[config.mk]
export PLATFORM = sky130hd
export DESIGN_NAME = rv_core
export DESIGN_NICKNAME = d
export VERILOG_FILES = /design/src/logic/rv_pkg.sv /design/src/logic/rv_decode.sv /design/src/logic/rv_alu.sv /design/src/logic/rv_regfile.sv /design/src/logic/rv_lsu.sv /design/src/logic/rv_core.sv
export SDC_FILE = /design/constraint.sdc
export NUM_CORES = 2
export LEC_CHECK = 0
export ABC_CLOCK_PERIOD_IN_PS = 9810
export BUFFER_PORTS_ARGS = -buffer_cell sky130_fd_sc_hd__buf_2
export CAP_MARGIN = 30
export CELL_PAD_IN_SITES_DETAIL_PLACEMENT = 0
export CELL_PAD_IN_SITES_GLOBAL_PLACEMENT = 1
export CORE_UTILIZATION = 54
export DETAILED_ROUTE_END_ITERATION = 10
export HOLD_SLACK_MARGIN = 0.02
export PLACE_DENSITY = 0.79
export SLEW_MARGIN = 20
export SYNTH_ARGS = -nofsm -noshare
export SYNTH_HDL_FRONTEND = slang
export SYNTH_SLANG_ARGS = --single-unit
[constraint.sdc]
create_clock -name clk -period 9.81 [get_ports clk]
set_input_delay 1.962 -clock clk [delete_from_list [all_inputs] [get_ports clk]]
set_output_delay 1.962 -clock clk [all_outputs]
set_load 0.01 [all_outputs]
[src/logic/rv_pkg.sv]
package rv_pkg;

  localparam int XLEN = 32;
  localparam int REG_ADDR_W = 5;
  localparam logic [XLEN-1:0] PC_STEP = 32'd4;

  // major opcodes, bits 6:0 of every 32-bit instruction
  localparam logic [6:0] OPC_LUI    = 7'b0110111;
  localparam logic [6:0] OPC_AUIPC  = 7'b0010111;
  localparam logic [6:0] OPC_JAL    = 7'b1101111;
  localparam logic [6:0] OPC_JALR   = 7'b1100111;
  localparam logic [6:0] OPC_BRANCH = 7'b1100011;
  localparam logic [6:0] OPC_LOAD   = 7'b0000011;
  localparam logic [6:0] OPC_STORE  = 7'b0100011;
  localparam logic [6:0] OPC_OP_IMM = 7'b0010011;
  localparam logic [6:0] OPC_OP     = 7'b0110011;
  localparam logic [6:0] OPC_SYSTEM = 7'b1110011;

  typedef struct packed {
    logic [6:0]            funct7;
    logic [REG_ADDR_W-1:0] rs2;
    logic [REG_ADDR_W-1:0] rs1;
    logic [2:0]            funct3;
    logic [REG_ADDR_W-1:0] rd;
    logic [6:0]            opcode;
  } instr_r_t;

  typedef struct packed {
    logic [11:0]           imm;
    logic [REG_ADDR_W-1:0] rs1;
    logic [2:0]            funct3;
    logic [REG_ADDR_W-1:0] rd;
    logic [6:0]            opcode;
  } instr_i_t;

  typedef struct packed {
    logic [6:0]            imm_11_5;
    logic [REG_ADDR_W-1:0] rs2;
    logic [REG_ADDR_W-1:0] rs1;
    logic [2:0]            funct3;
    logic [4:0]            imm_4_0;
    logic [6:0]            opcode;
  } instr_s_t;

  typedef struct packed {
    logic                  imm_12;
    logic [5:0]            imm_10_5;
    logic [REG_ADDR_W-1:0] rs2;
    logic [REG_ADDR_W-1:0] rs1;
    logic [2:0]            funct3;
    logic [3:0]            imm_4_1;
    logic                  imm_11;
    logic [6:0]            opcode;
  } instr_b_t;

  typedef struct packed {
    logic [19:0]           imm_31_12;
    logic [REG_ADDR_W-1:0] rd;
    logic [6:0]            opcode;
  } instr_u_t;

  typedef struct packed {
    logic                  imm_20;
    logic [9:0]            imm_10_1;
    logic                  imm_11;
    logic [7:0]            imm_19_12;
    logic [REG_ADDR_W-1:0] rd;
    logic [6:0]            opcode;
  } instr_j_t;

  // one fetched word, read through whichever format applies
  typedef union packed {
    instr_r_t r;
    instr_i_t i;
    instr_s_t s;
    instr_b_t b;
    instr_u_t u;
    instr_j_t j;
  } instr_t;

  typedef enum logic [3:0] {
    alu_add, alu_sub, alu_sll, alu_slt, alu_sltu, alu_xor,
    alu_srl, alu_sra, alu_or, alu_and, alu_pass_b
  } alu_op_e;

  // encoded as funct3[1:0] of loads and stores
  typedef enum logic [1:0] {
    mem_byte = 2'b00,
    mem_half = 2'b01,
    mem_word = 2'b10
  } mem_size_e;

  typedef struct packed {
    logic [REG_ADDR_W-1:0] rd;
    logic [REG_ADDR_W-1:0] rs1;
    logic [REG_ADDR_W-1:0] rs2;
    logic [XLEN-1:0]       imm;
    alu_op_e               alu_op;
    logic                  use_imm;
    logic                  use_pc;
    logic                  is_branch;
    logic                  is_jal;
    logic                  is_jalr;
    logic                  is_load;
    logic                  is_store;
    logic                  writes_rd;
    logic [2:0]            funct3;
    mem_size_e             mem_size;
    logic                  load_unsigned;
    logic                  valid;
  } decode_t;

  typedef struct packed {
    logic [XLEN-1:0] result;
    logic [XLEN-1:0] next_pc;
    logic            taken;
    logic            misaligned;
  } exec_t;

  typedef struct packed {
    logic [XLEN-1:0]   addr;
    logic [XLEN-1:0]   wdata;
    logic [XLEN/8-1:0] wstrb;
    logic              misaligned;
  } lsu_req_t;

endpackage

[src/logic/rv_decode.sv]
`timescale 1ns/10ps

module rv_decode (
  input  rv_pkg::instr_t  instr,
  output rv_pkg::decode_t dec
);

  logic [rv_pkg::XLEN-1:0] imm_i;
  logic [rv_pkg::XLEN-1:0] imm_s;
  logic [rv_pkg::XLEN-1:0] imm_b;
  logic [rv_pkg::XLEN-1:0] imm_u;
  logic [rv_pkg::XLEN-1:0] imm_j;
  logic [2:0] f3;
  logic funct7_zero;
  logic funct7_alt;

  function automatic rv_pkg::alu_op_e alu_from_funct3(input logic [2:0] funct3,
                                                      input logic alt);
    case (funct3)
      3'b000:  return alt ? rv_pkg::alu_sub : rv_pkg::alu_add;
      3'b001:  return rv_pkg::alu_sll;
      3'b010:  return rv_pkg::alu_slt;
      3'b011:  return rv_pkg::alu_sltu;
      3'b100:  return rv_pkg::alu_xor;
      3'b101:  return alt ? rv_pkg::alu_sra : rv_pkg::alu_srl;
      3'b110:  return rv_pkg::alu_or;
      default: return rv_pkg::alu_and;
    endcase
  endfunction

  assign imm_i = {{20{instr.i.imm[11]}}, instr.i.imm};
  assign imm_s = {{20{instr.s.imm_11_5[6]}}, instr.s.imm_11_5, instr.s.imm_4_0};
  assign imm_b = {{19{instr.b.imm_12}}, instr.b.imm_12, instr.b.imm_11, instr.b.imm_10_5,
                  instr.b.imm_4_1, 1'b0};
  assign imm_u = {instr.u.imm_31_12, 12'b0};
  assign imm_j = {{11{instr.j.imm_20}}, instr.j.imm_20, instr.j.imm_19_12, instr.j.imm_11,
                  instr.j.imm_10_1, 1'b0};

  assign f3 = instr.r.funct3;
  assign funct7_zero = instr.r.funct7 == 7'b0000000;
  assign funct7_alt = instr.r.funct7 == 7'b0100000;

  always_comb begin
    dec = '0;
    dec.rd = instr.r.rd;
    dec.rs1 = instr.r.rs1;
    dec.rs2 = instr.r.rs2;
    dec.funct3 = f3;
    dec.alu_op = rv_pkg::alu_add;
    dec.mem_size = rv_pkg::mem_size_e'(f3[1:0]);
    dec.load_unsigned = f3[2];
    case (instr.r.opcode)
      rv_pkg::OPC_LUI: begin
        dec.imm = imm_u;
        dec.alu_op = rv_pkg::alu_pass_b;
        dec.use_imm = 1'b1;
        dec.writes_rd = 1'b1;
        dec.valid = 1'b1;
      end
      rv_pkg::OPC_AUIPC: begin
        dec.imm = imm_u;
        dec.use_imm = 1'b1;
        dec.use_pc = 1'b1;
        dec.writes_rd = 1'b1;
        dec.valid = 1'b1;
      end
      rv_pkg::OPC_JAL: begin
        dec.imm = imm_j;
        dec.is_jal = 1'b1;
        dec.writes_rd = 1'b1;
        dec.valid = 1'b1;
      end
      rv_pkg::OPC_JALR: begin
        dec.imm = imm_i;
        dec.is_jalr = 1'b1;
        dec.writes_rd = 1'b1;
        dec.valid = f3 == 3'b000;
      end
      rv_pkg::OPC_BRANCH: begin
        dec.imm = imm_b;
        dec.is_branch = 1'b1;
        dec.valid = f3[2:1] != 2'b01;
      end
      rv_pkg::OPC_LOAD: begin
        dec.imm = imm_i;
        dec.use_imm = 1'b1;
        dec.is_load = 1'b1;
        dec.writes_rd = 1'b1;
        dec.valid = f3 != 3'b011 && f3[2:1] != 2'b11;
      end
      rv_pkg::OPC_STORE: begin
        dec.imm = imm_s;
        dec.use_imm = 1'b1;
        dec.is_store = 1'b1;
        dec.valid = !f3[2] && f3[1:0] != 2'b11;
      end
      rv_pkg::OPC_OP_IMM: begin
        dec.imm = imm_i;
        dec.use_imm = 1'b1;
        dec.writes_rd = 1'b1;
        // only srai borrows funct7, the other immediates use all twelve bits
        dec.alu_op = alu_from_funct3(f3, funct7_alt && f3 == 3'b101);
        if (f3 == 3'b001) begin
          dec.valid = funct7_zero;
        end else if (f3 == 3'b101) begin
          dec.valid = funct7_zero || funct7_alt;
        end else begin
          dec.valid = 1'b1;
        end
      end
      rv_pkg::OPC_OP: begin
        dec.writes_rd = 1'b1;
        dec.alu_op = alu_from_funct3(f3, funct7_alt);
        dec.valid = funct7_zero || (funct7_alt && (f3 == 3'b000 || f3 == 3'b101));
      end
      // ecall, ebreak and csr access all end in the trap
      rv_pkg::OPC_SYSTEM: begin
        dec.valid = 1'b0;
      end
      default: begin
        dec.valid = 1'b0;
      end
    endcase
  end

endmodule

[src/logic/rv_alu.sv]
`timescale 1ns/10ps

module rv_alu (
  input  rv_pkg::decode_t         dec,
  input  logic [rv_pkg::XLEN-1:0] pc,
  input  logic [rv_pkg::XLEN-1:0] rs1_data,
  input  logic [rv_pkg::XLEN-1:0] rs2_data,
  output rv_pkg::exec_t           ex
);

  logic [rv_pkg::XLEN-1:0] op_a;
  logic [rv_pkg::XLEN-1:0] op_b;
  logic [rv_pkg::XLEN-1:0] alu_out;
  logic [rv_pkg::XLEN-1:0] pc_link;
  logic [rv_pkg::XLEN-1:0] jalr_sum;
  logic [rv_pkg::XLEN-1:0] target;
  logic [4:0] shamt;
  logic cond;
  logic taken;

  assign op_a = dec.use_pc ? pc : rs1_data;
  assign op_b = dec.use_imm ? dec.imm : rs2_data;
  // the immediate carries shamt in its low bits
  assign shamt = op_b[4:0];

  always_comb begin
    case (dec.alu_op)
      rv_pkg::alu_sub:  alu_out = op_a - op_b;
      rv_pkg::alu_sll:  alu_out = op_a << shamt;
      rv_pkg::alu_slt:  alu_out = {{(rv_pkg::XLEN-1){1'b0}}, $signed(op_a) < $signed(op_b)};
      rv_pkg::alu_sltu: alu_out = {{(rv_pkg::XLEN-1){1'b0}}, op_a < op_b};
      rv_pkg::alu_xor:  alu_out = op_a ^ op_b;
      rv_pkg::alu_srl:  alu_out = op_a >> shamt;
      rv_pkg::alu_sra:  alu_out = $signed(op_a) >>> shamt;
      rv_pkg::alu_or:   alu_out = op_a | op_b;
      rv_pkg::alu_and:  alu_out = op_a & op_b;
      rv_pkg::alu_pass_b: alu_out = op_b;
      default:          alu_out = op_a + op_b;
    endcase
  end

  always_comb begin
    case (dec.funct3)
      3'b000:  cond = rs1_data == rs2_data;
      3'b001:  cond = rs1_data != rs2_data;
      3'b100:  cond = $signed(rs1_data) < $signed(rs2_data);
      3'b101:  cond = $signed(rs1_data) >= $signed(rs2_data);
      3'b110:  cond = rs1_data < rs2_data;
      default: cond = rs1_data >= rs2_data;
    endcase
  end

  assign pc_link = pc + rv_pkg::PC_STEP;
  assign jalr_sum = rs1_data + dec.imm;
  assign target = dec.is_jalr ? {jalr_sum[rv_pkg::XLEN-1:1], 1'b0} : pc + dec.imm;
  assign taken = dec.is_jal || dec.is_jalr || (dec.is_branch && cond);

  assign ex.result = (dec.is_jal || dec.is_jalr) ? pc_link : alu_out;
  assign ex.next_pc = taken ? target : pc_link;
  assign ex.taken = taken;
  // without compressed instructions every target must be word aligned
  assign ex.misaligned = taken && target[1];

endmodule

[src/logic/rv_regfile.sv]
`timescale 1ns/10ps

module rv_regfile (
  input  logic                          clk,
  input  logic [rv_pkg::REG_ADDR_W-1:0] rs1_addr,
  input  logic [rv_pkg::REG_ADDR_W-1:0] rs2_addr,
  input  logic [rv_pkg::REG_ADDR_W-1:0] rd_addr,
  input  logic                          we,
  input  logic [rv_pkg::XLEN-1:0]       wdata,
  output logic [rv_pkg::XLEN-1:0]       rs1_data,
  output logic [rv_pkg::XLEN-1:0]       rs2_data
);

  logic [rv_pkg::XLEN-1:0] regs [2**rv_pkg::REG_ADDR_W];

  always_ff @(posedge clk) begin
    if (we && rd_addr != '0) begin
      regs[rd_addr] <= wdata;
    end
  end

  // x0 is hardwired, its storage entry is never written
  assign rs1_data = (rs1_addr == '0) ? '0 : regs[rs1_addr];
  assign rs2_data = (rs2_addr == '0) ? '0 : regs[rs2_addr];

endmodule

[src/logic/rv_lsu.sv]
`timescale 1ns/10ps

module rv_lsu (
  input  rv_pkg::decode_t         dec,
  input  logic [rv_pkg::XLEN-1:0] addr,
  input  logic [rv_pkg::XLEN-1:0] rs2_data,
  input  logic [rv_pkg::XLEN-1:0] mem_rdata,
  output rv_pkg::lsu_req_t        req,
  output logic [rv_pkg::XLEN-1:0] load_data
);

  logic [1:0] offset;
  logic [rv_pkg::XLEN-1:0] lane_data;
  logic [rv_pkg::XLEN/8-1:0] strb;
  logic [rv_pkg::XLEN-1:0] shifted;
  logic misaligned;

  assign offset = addr[1:0];

  // store data is copied to every lane, the strobe picks the live bytes
  always_comb begin
    case (dec.mem_size)
      rv_pkg::mem_byte: begin
        lane_data = {4{rs2_data[7:0]}};
        strb = 4'b0001 << offset;
        misaligned = 1'b0;
      end
      rv_pkg::mem_half: begin
        lane_data = {2{rs2_data[15:0]}};
        strb = offset[1] ? 4'b1100 : 4'b0011;
        misaligned = offset[0];
      end
      default: begin
        lane_data = rs2_data;
        strb = 4'b1111;
        misaligned = offset != 2'b00;
      end
    endcase
  end

  assign req.addr = {addr[rv_pkg::XLEN-1:2], 2'b00};
  assign req.wdata = lane_data;
  assign req.wstrb = dec.is_store ? strb : '0;
  assign req.misaligned = (dec.is_load || dec.is_store) && misaligned;

  // bring the addressed lane down to bit 0
  assign shifted = mem_rdata >> {offset, 3'b000};

  always_comb begin
    case (dec.mem_size)
      rv_pkg::mem_byte: begin
        load_data = {{24{!dec.load_unsigned && shifted[7]}}, shifted[7:0]};
      end
      rv_pkg::mem_half: begin
        load_data = {{16{!dec.load_unsigned && shifted[15]}}, shifted[15:0]};
      end
      default: begin
        load_data = mem_rdata;
      end
    endcase
  end

endmodule

[src/logic/rv_core.sv]
`timescale 1ns/10ps

module rv_core (
  input  logic                        clk,
  input  logic                        reset,
  output logic                        mem_valid,
  output logic                        mem_instr,
  input  logic                        mem_ready,
  output logic [rv_pkg::XLEN-1:0]     mem_addr,
  output logic [rv_pkg::XLEN-1:0]     mem_wdata,
  output logic [rv_pkg::XLEN/8-1:0]   mem_wstrb,
  input  logic [rv_pkg::XLEN-1:0]     mem_rdata,
  output logic                        trap
);

  typedef enum logic [2:0] {
    st_fetch, st_fetch_wait, st_decode, st_execute, st_mem, st_write_back, st_trap
  } state_e;

  state_e state;
  logic [rv_pkg::XLEN-1:0] pc;
  rv_pkg::instr_t instr_q;
  rv_pkg::decode_t dec;
  rv_pkg::decode_t dec_q;
  rv_pkg::exec_t ex;
  rv_pkg::lsu_req_t req;
  logic [rv_pkg::XLEN-1:0] rs1_data;
  logic [rv_pkg::XLEN-1:0] rs2_data;
  logic [rv_pkg::XLEN-1:0] load_data;
  logic [rv_pkg::XLEN-1:0] result_q;
  logic is_mem;
  logic fault;
  logic rf_we;

  rv_decode u_decode (
    .instr (instr_q),
    .dec   (dec)
  );

  rv_alu u_alu (
    .dec      (dec_q),
    .pc       (pc),
    .rs1_data (rs1_data),
    .rs2_data (rs2_data),
    .ex       (ex)
  );

  rv_lsu u_lsu (
    .dec       (dec_q),
    .addr      (ex.result),
    .rs2_data  (rs2_data),
    .mem_rdata (mem_rdata),
    .req       (req),
    .load_data (load_data)
  );

  rv_regfile u_regfile (
    .clk      (clk),
    .rs1_addr (dec_q.rs1),
    .rs2_addr (dec_q.rs2),
    .rd_addr  (dec_q.rd),
    .we       (rf_we),
    .wdata    (result_q),
    .rs1_data (rs1_data),
    .rs2_data (rs2_data)
  );

  assign is_mem = dec_q.is_load || dec_q.is_store;
  assign fault = !dec_q.valid || ex.misaligned || req.misaligned;
  assign rf_we = state == st_write_back && dec_q.writes_rd;

  always_ff @(posedge clk) begin
    if (reset) begin
      state <= st_fetch;
      pc <= '0;
      trap <= 1'b0;
      mem_valid <= 1'b0;
      mem_instr <= 1'b0;
      mem_wstrb <= '0;
    end else begin
      case (state)
        st_fetch: begin
          mem_valid <= 1'b1;
          mem_instr <= 1'b1;
          mem_wstrb <= '0;
          state <= st_fetch_wait;
        end
        st_fetch_wait: begin
          if (mem_ready) begin
            mem_valid <= 1'b0;
            state <= st_decode;
          end
        end
        st_decode: begin
          state <= st_execute;
        end
        st_execute: begin
          // a faulting access is dropped before it reaches the port
          if (fault) begin
            trap <= 1'b1;
            state <= st_trap;
          end else begin
            pc <= ex.next_pc;
            if (is_mem) begin
              mem_valid <= 1'b1;
              mem_instr <= 1'b0;
              mem_wstrb <= req.wstrb;
              state <= st_mem;
            end else begin
              state <= st_write_back;
            end
          end
        end
        st_mem: begin
          if (mem_ready) begin
            mem_valid <= 1'b0;
            mem_wstrb <= '0;
            state <= st_write_back;
          end
        end
        st_write_back: begin
          state <= st_fetch;
        end
        default: begin
          state <= st_trap;
        end
      endcase
    end
  end

  always_ff @(posedge clk) begin
    case (state)
      st_fetch: begin
        mem_addr <= pc;
      end
      st_fetch_wait: begin
        if (mem_ready) begin
          instr_q <= mem_rdata;
        end
      end
      st_decode: begin
        dec_q <= dec;
      end
      st_execute: begin
        result_q <= ex.result;
        mem_addr <= req.addr;
        mem_wdata <= req.wdata;
      end
      st_mem: begin
        if (mem_ready && dec_q.is_load) begin
          result_q <= load_data;
        end
      end
      default: begin
      end
    endcase
  end

  // request stays put until memory takes it
  a_req_stable: assert property (@(posedge clk) disable iff (reset)
    mem_valid && !mem_ready |=> mem_valid && $stable(mem_addr) && $stable(mem_wstrb)
      && $stable(mem_wdata))
    else $error("rv_core: memory request changed before mem_ready");

  a_trap_sticky: assert property (@(posedge clk) disable iff (reset)
    trap |=> trap && !mem_valid)
    else $error("rv_core: core left the trap or touched memory after it");

endmodule

==> out/results.txt <==
Clock sink count = 1,267
Grt total ovfl = 0
Drc violations = 4
CP startpoint kind = flip-flop
Core Region = 0.134 mm^2
Overall Global Routing Usage = 40.5%
Antenna violations before repair = 15
Fmax = 0.115 GHz
Final HPWL from detailed placement = 186,000 um
Post-cts resize count = 0
Area of the die = 0.136 mm^2
Critical path's most frequent cell = buf_4
Number of global-route vias before repair = 51,700
Switch share = 29.3%
# hold bufs at CTS = 0
Router iterations before antenna repair = 9
Library cells used by synthesis = 102
Slowest cell on the critical path = nor4_1
Worst path max stage delay = 0.88 ns
Clock buffer depth = 3
Setup TNS = 0 ns
Sequential share of power = 42.9%
Post-route antenna net violation count = 0
Sequential cell area = 0.0376 mm^2
Reg-to-Reg End = pc[5]$_SDFFE_PP0P_
Cells along the critical path = buf_12 -> buf_4 -> buf_4 -> mux4_2 -> mux4_2 -> mux2_2 -> nand2_1 -> ha_1 -> nand4_1 -> nor4_1 -> nand4_1 -> a2111oi_2 -> nand4_1 -> nand3b_1 -> o211ai_1 -> o21ai_2 -> buf_4 -> nand2_2 -> buf_16 -> buf_4 -> a211oi_1 -> o21ai_0 -> a21oi_1
Status = finished, violations left
Routed len/inst = 36.8 um
Endpoints failing setup = 0
Share of the clock period used by the worst path = 88.7%
Final worst path period need = 8.70 ns
Internal power = 10.0 mW
Hold Crit Class = reg2reg
Crit Path Class = reg2reg
Vias = 55,000
Routed wire length = 279,000 um
Yosys warning total = 0
Synth async-reset ratio = 0%
Seq/Total Area, Yosys = 51.6%
Most frequent cells in the layout = 1,215 x edfxtp_1, 480 x mux2i_1, 421 x nand2_1
Part of the power in combinational logic = 19.2%
Switch Pwr = 4.15 mW
WHS = 0.456 ns
Max-cap violation count = 0
End of the critical path = pc[5]$_SDFFE_PP0P_
Total chip power = 14.2 mW
Final Hold Fails = 0
Critical path buffer and inverter count = 6
P&R area growth vs syn = 11.3%
Die H = 369 um
CP endpoint kind = flip-flop
Pwr per Cell Area = 175 mW/mm^2
Crit path max fanout = 69
WP depth = 23
H-tree depth = 4
Post-DR vias/cell = 7.27
Worst slew pin tran = 1.08 ns
CTS clk-pin slew, worst paths = 0.06 ns
Commonest non-fill, non-tap cell in the layout = edfxtp_1
Commonest register cell after synthesis = edfxtp_1
# fillers = 10,200
Unrepaired setup endpoints after global routing = false
CP required = 10.52 ns
Root Driver = clkbuf_16
Final Skew = 0.0535 ns
Global placement routability congestion = 1.02
Worst rel slew slack = 27.1%
Leak pwr = 29.1 nW
DP Cell Count = 7,301
Fin nets = 5,909
Max IR drop VDD = 0.216 mV
CP delay by family, top = simple AND/OR/NAND/NOR gates
CP arrival = 9.41 ns
Clock network fraction of total power = 37.9%
Rows = 134
Non-Filler Instances = 7,564
R2R setup slack = 1.11 ns
Worst-skew pair later-pin latency = 0.80 ns
Initial Utilization = 54.4%
Multi-input gate area = 0.0333 mm^2
I/O pin total = 106
Number of synthesized register bits = 1,267
DRT iter0 DRCs = 9,448
Post-synth EDFFs = 1,215
Mapped Area = 0.0727 mm^2
Avg Synthesized Cell Area = 13.1 um^2
Slew Limit Fails = 0
Largest net degree at the start of global routing = 70
Mapped Cells = 5,568
CTS tree = done
Layout cell share with drive strength beyond 1 = 21.0%
Number of port buffers = 105
Failing checks = design-rule violations
Chip Width = 369 um
Num CTS Buffers = 136
Setup repair bufs after CTS = 0
Reg2Reg Depth = 23
First-pass GRT wire length = 388,000 um
power by group through the flow:
stage	Combinational, mW	Sequential [mW]	Clock [mW]
final	2.73	6.08	5.37
after CTS	2.61	6.09	5.39
after floorplan	1.70	6.14	0
after detailed placement	2.59	6.20	0
after global routing	2.84	6.08	5.58
after global placement	2.58	6.20	0
through the flow:
step	instance area, um^2	util [%]	worst slack (ns)
floorplan	72900	-	2.17
global placement	75900	56.8	1.12
detailed placement	76100	57.0	1.51
CTS	80800	60.4	1.52
global route	81000	60.6	1.02
finish	81000	60.6	1.11
layer usage:
| layer | wire length, um | track usage (%) | up-vias |
|---|---|---|---|
| li1 | - | - | 22300 |
| met1 | 109000 | 58.3 | 27700 |
| met2 | 116000 | 56.0 | 4317 |
| met3 | 39900 | 12.8 | 630 |
| met4 | 14000 | 18.0 | 14 |
| met5 | 95 | 0 | - |
cell families after synthesis:
| family | count (synthesis) | share of synthesized area [%] |
|---|---|---|
| compound gates | 1313 | 12.2 |
| flops | 1267 | 51.6 |
| other cells | 1 | 0.00516 |
| simple gates | 1143 | 7.26 |
| xor+xnor | 107 | 1.29 |
| buf+inv | 536 | 3.33 |
| mux | 1010 | 21.0 |
| fa+ha+maj | 191 | 3.31 |
Yosys cell counts, types with 27 or more instances:
cell	instances	area, um^2
nor4_1	30	188
o21ai_0	248	1240
o22ai_1	27	169
o211ai_1	52	390
mux2i_1	480	4800
xor2_1	43	377
xnor2_1	64	561
clkbuf_1	225	845
buf_1	46	173
o21a_1	33	248
nor2_1	313	1170
nor3_1	62	310
buf_4	31	233
mux2_2	118	1330
nor2b_1	34	213
o221ai_1	48	420
nand2_1	422	1580
a22oi_1	166	1250
buf_2	76	380
ha_1	183	2290
a21oi_1	334	1670
a211oi_1	36	270
dfxtp_1	52	1040
a221oi_1	51	447
inv_1	125	469
nand2b_1	41	257
edfxtp_1	1215	36500
a21o_1	74	556
nand3_1	76	380
mux4_2	398	8960
registers in the layout, summed over array words and instances (netlist names), 2 cells and up, named ones only:
| name | count |
|---|---|
| pc | 32 |
| instr_q | 32 |
| u_regfile.regs | 1024 |
| mem_wstrb | 4 |
| result_q | 32 |
| mem_addr | 32 |
| mem_wdata | 32 |
| dec_q | 63 |
| state | 2 |
layout make-up:
| cell class | instances | area share (%) |
|---|---|---|
| inverters | 134 | 0.621 |
| diodes | 1 | 0.00309 |
| clock buffers | 156 | 4.32 |
| multi-input cells | 3796 | 41.1 |
| clock inverters | 90 | 1.39 |
| repair buffers | 352 | 3.45 |
| well taps | 1768 | 2.73 |
| flip-flops and latches | 1267 | 46.4 |
worst min path at each step:
stage                     startpoint             endpoint  depth (start not counted)
2_1_floorplan  instr_q[12]$_DFFE_PP_   dec_q[4]$_DFFE_PP_                          0
3_3_place_gp       trap$_SDFFE_PP0P_    trap$_SDFFE_PP0P_                          2
3_5_place_dp    instr_q[9]$_DFFE_PP_  dec_q[63]$_DFFE_PP_                          0
4_1_cts         instr_q[9]$_DFFE_PP_  dec_q[63]$_DFFE_PP_                          0
5_1_grt         instr_q[9]$_DFFE_PP_  dec_q[63]$_DFFE_PP_                          0
6_report        instr_q[9]$_DFFE_PP_  dec_q[63]$_DFFE_PP_                          0
worst reg2reg max path, delay by kind of cell, from the launching register on:
kind | cells | cell delay, ns
flip-flops | 1 | 0.67
AND/OR/NAND/NOR | 7 | 2.83
AO/OA/AOI/OAI | 6 | 1.47
multiplexers | 3 | 1.18
adder cells (fa/ha/maj) | 1 | 0.19
buffers and inverters | 6 | 2.30
No activity file was read; power rests on OpenSTA's default activity.
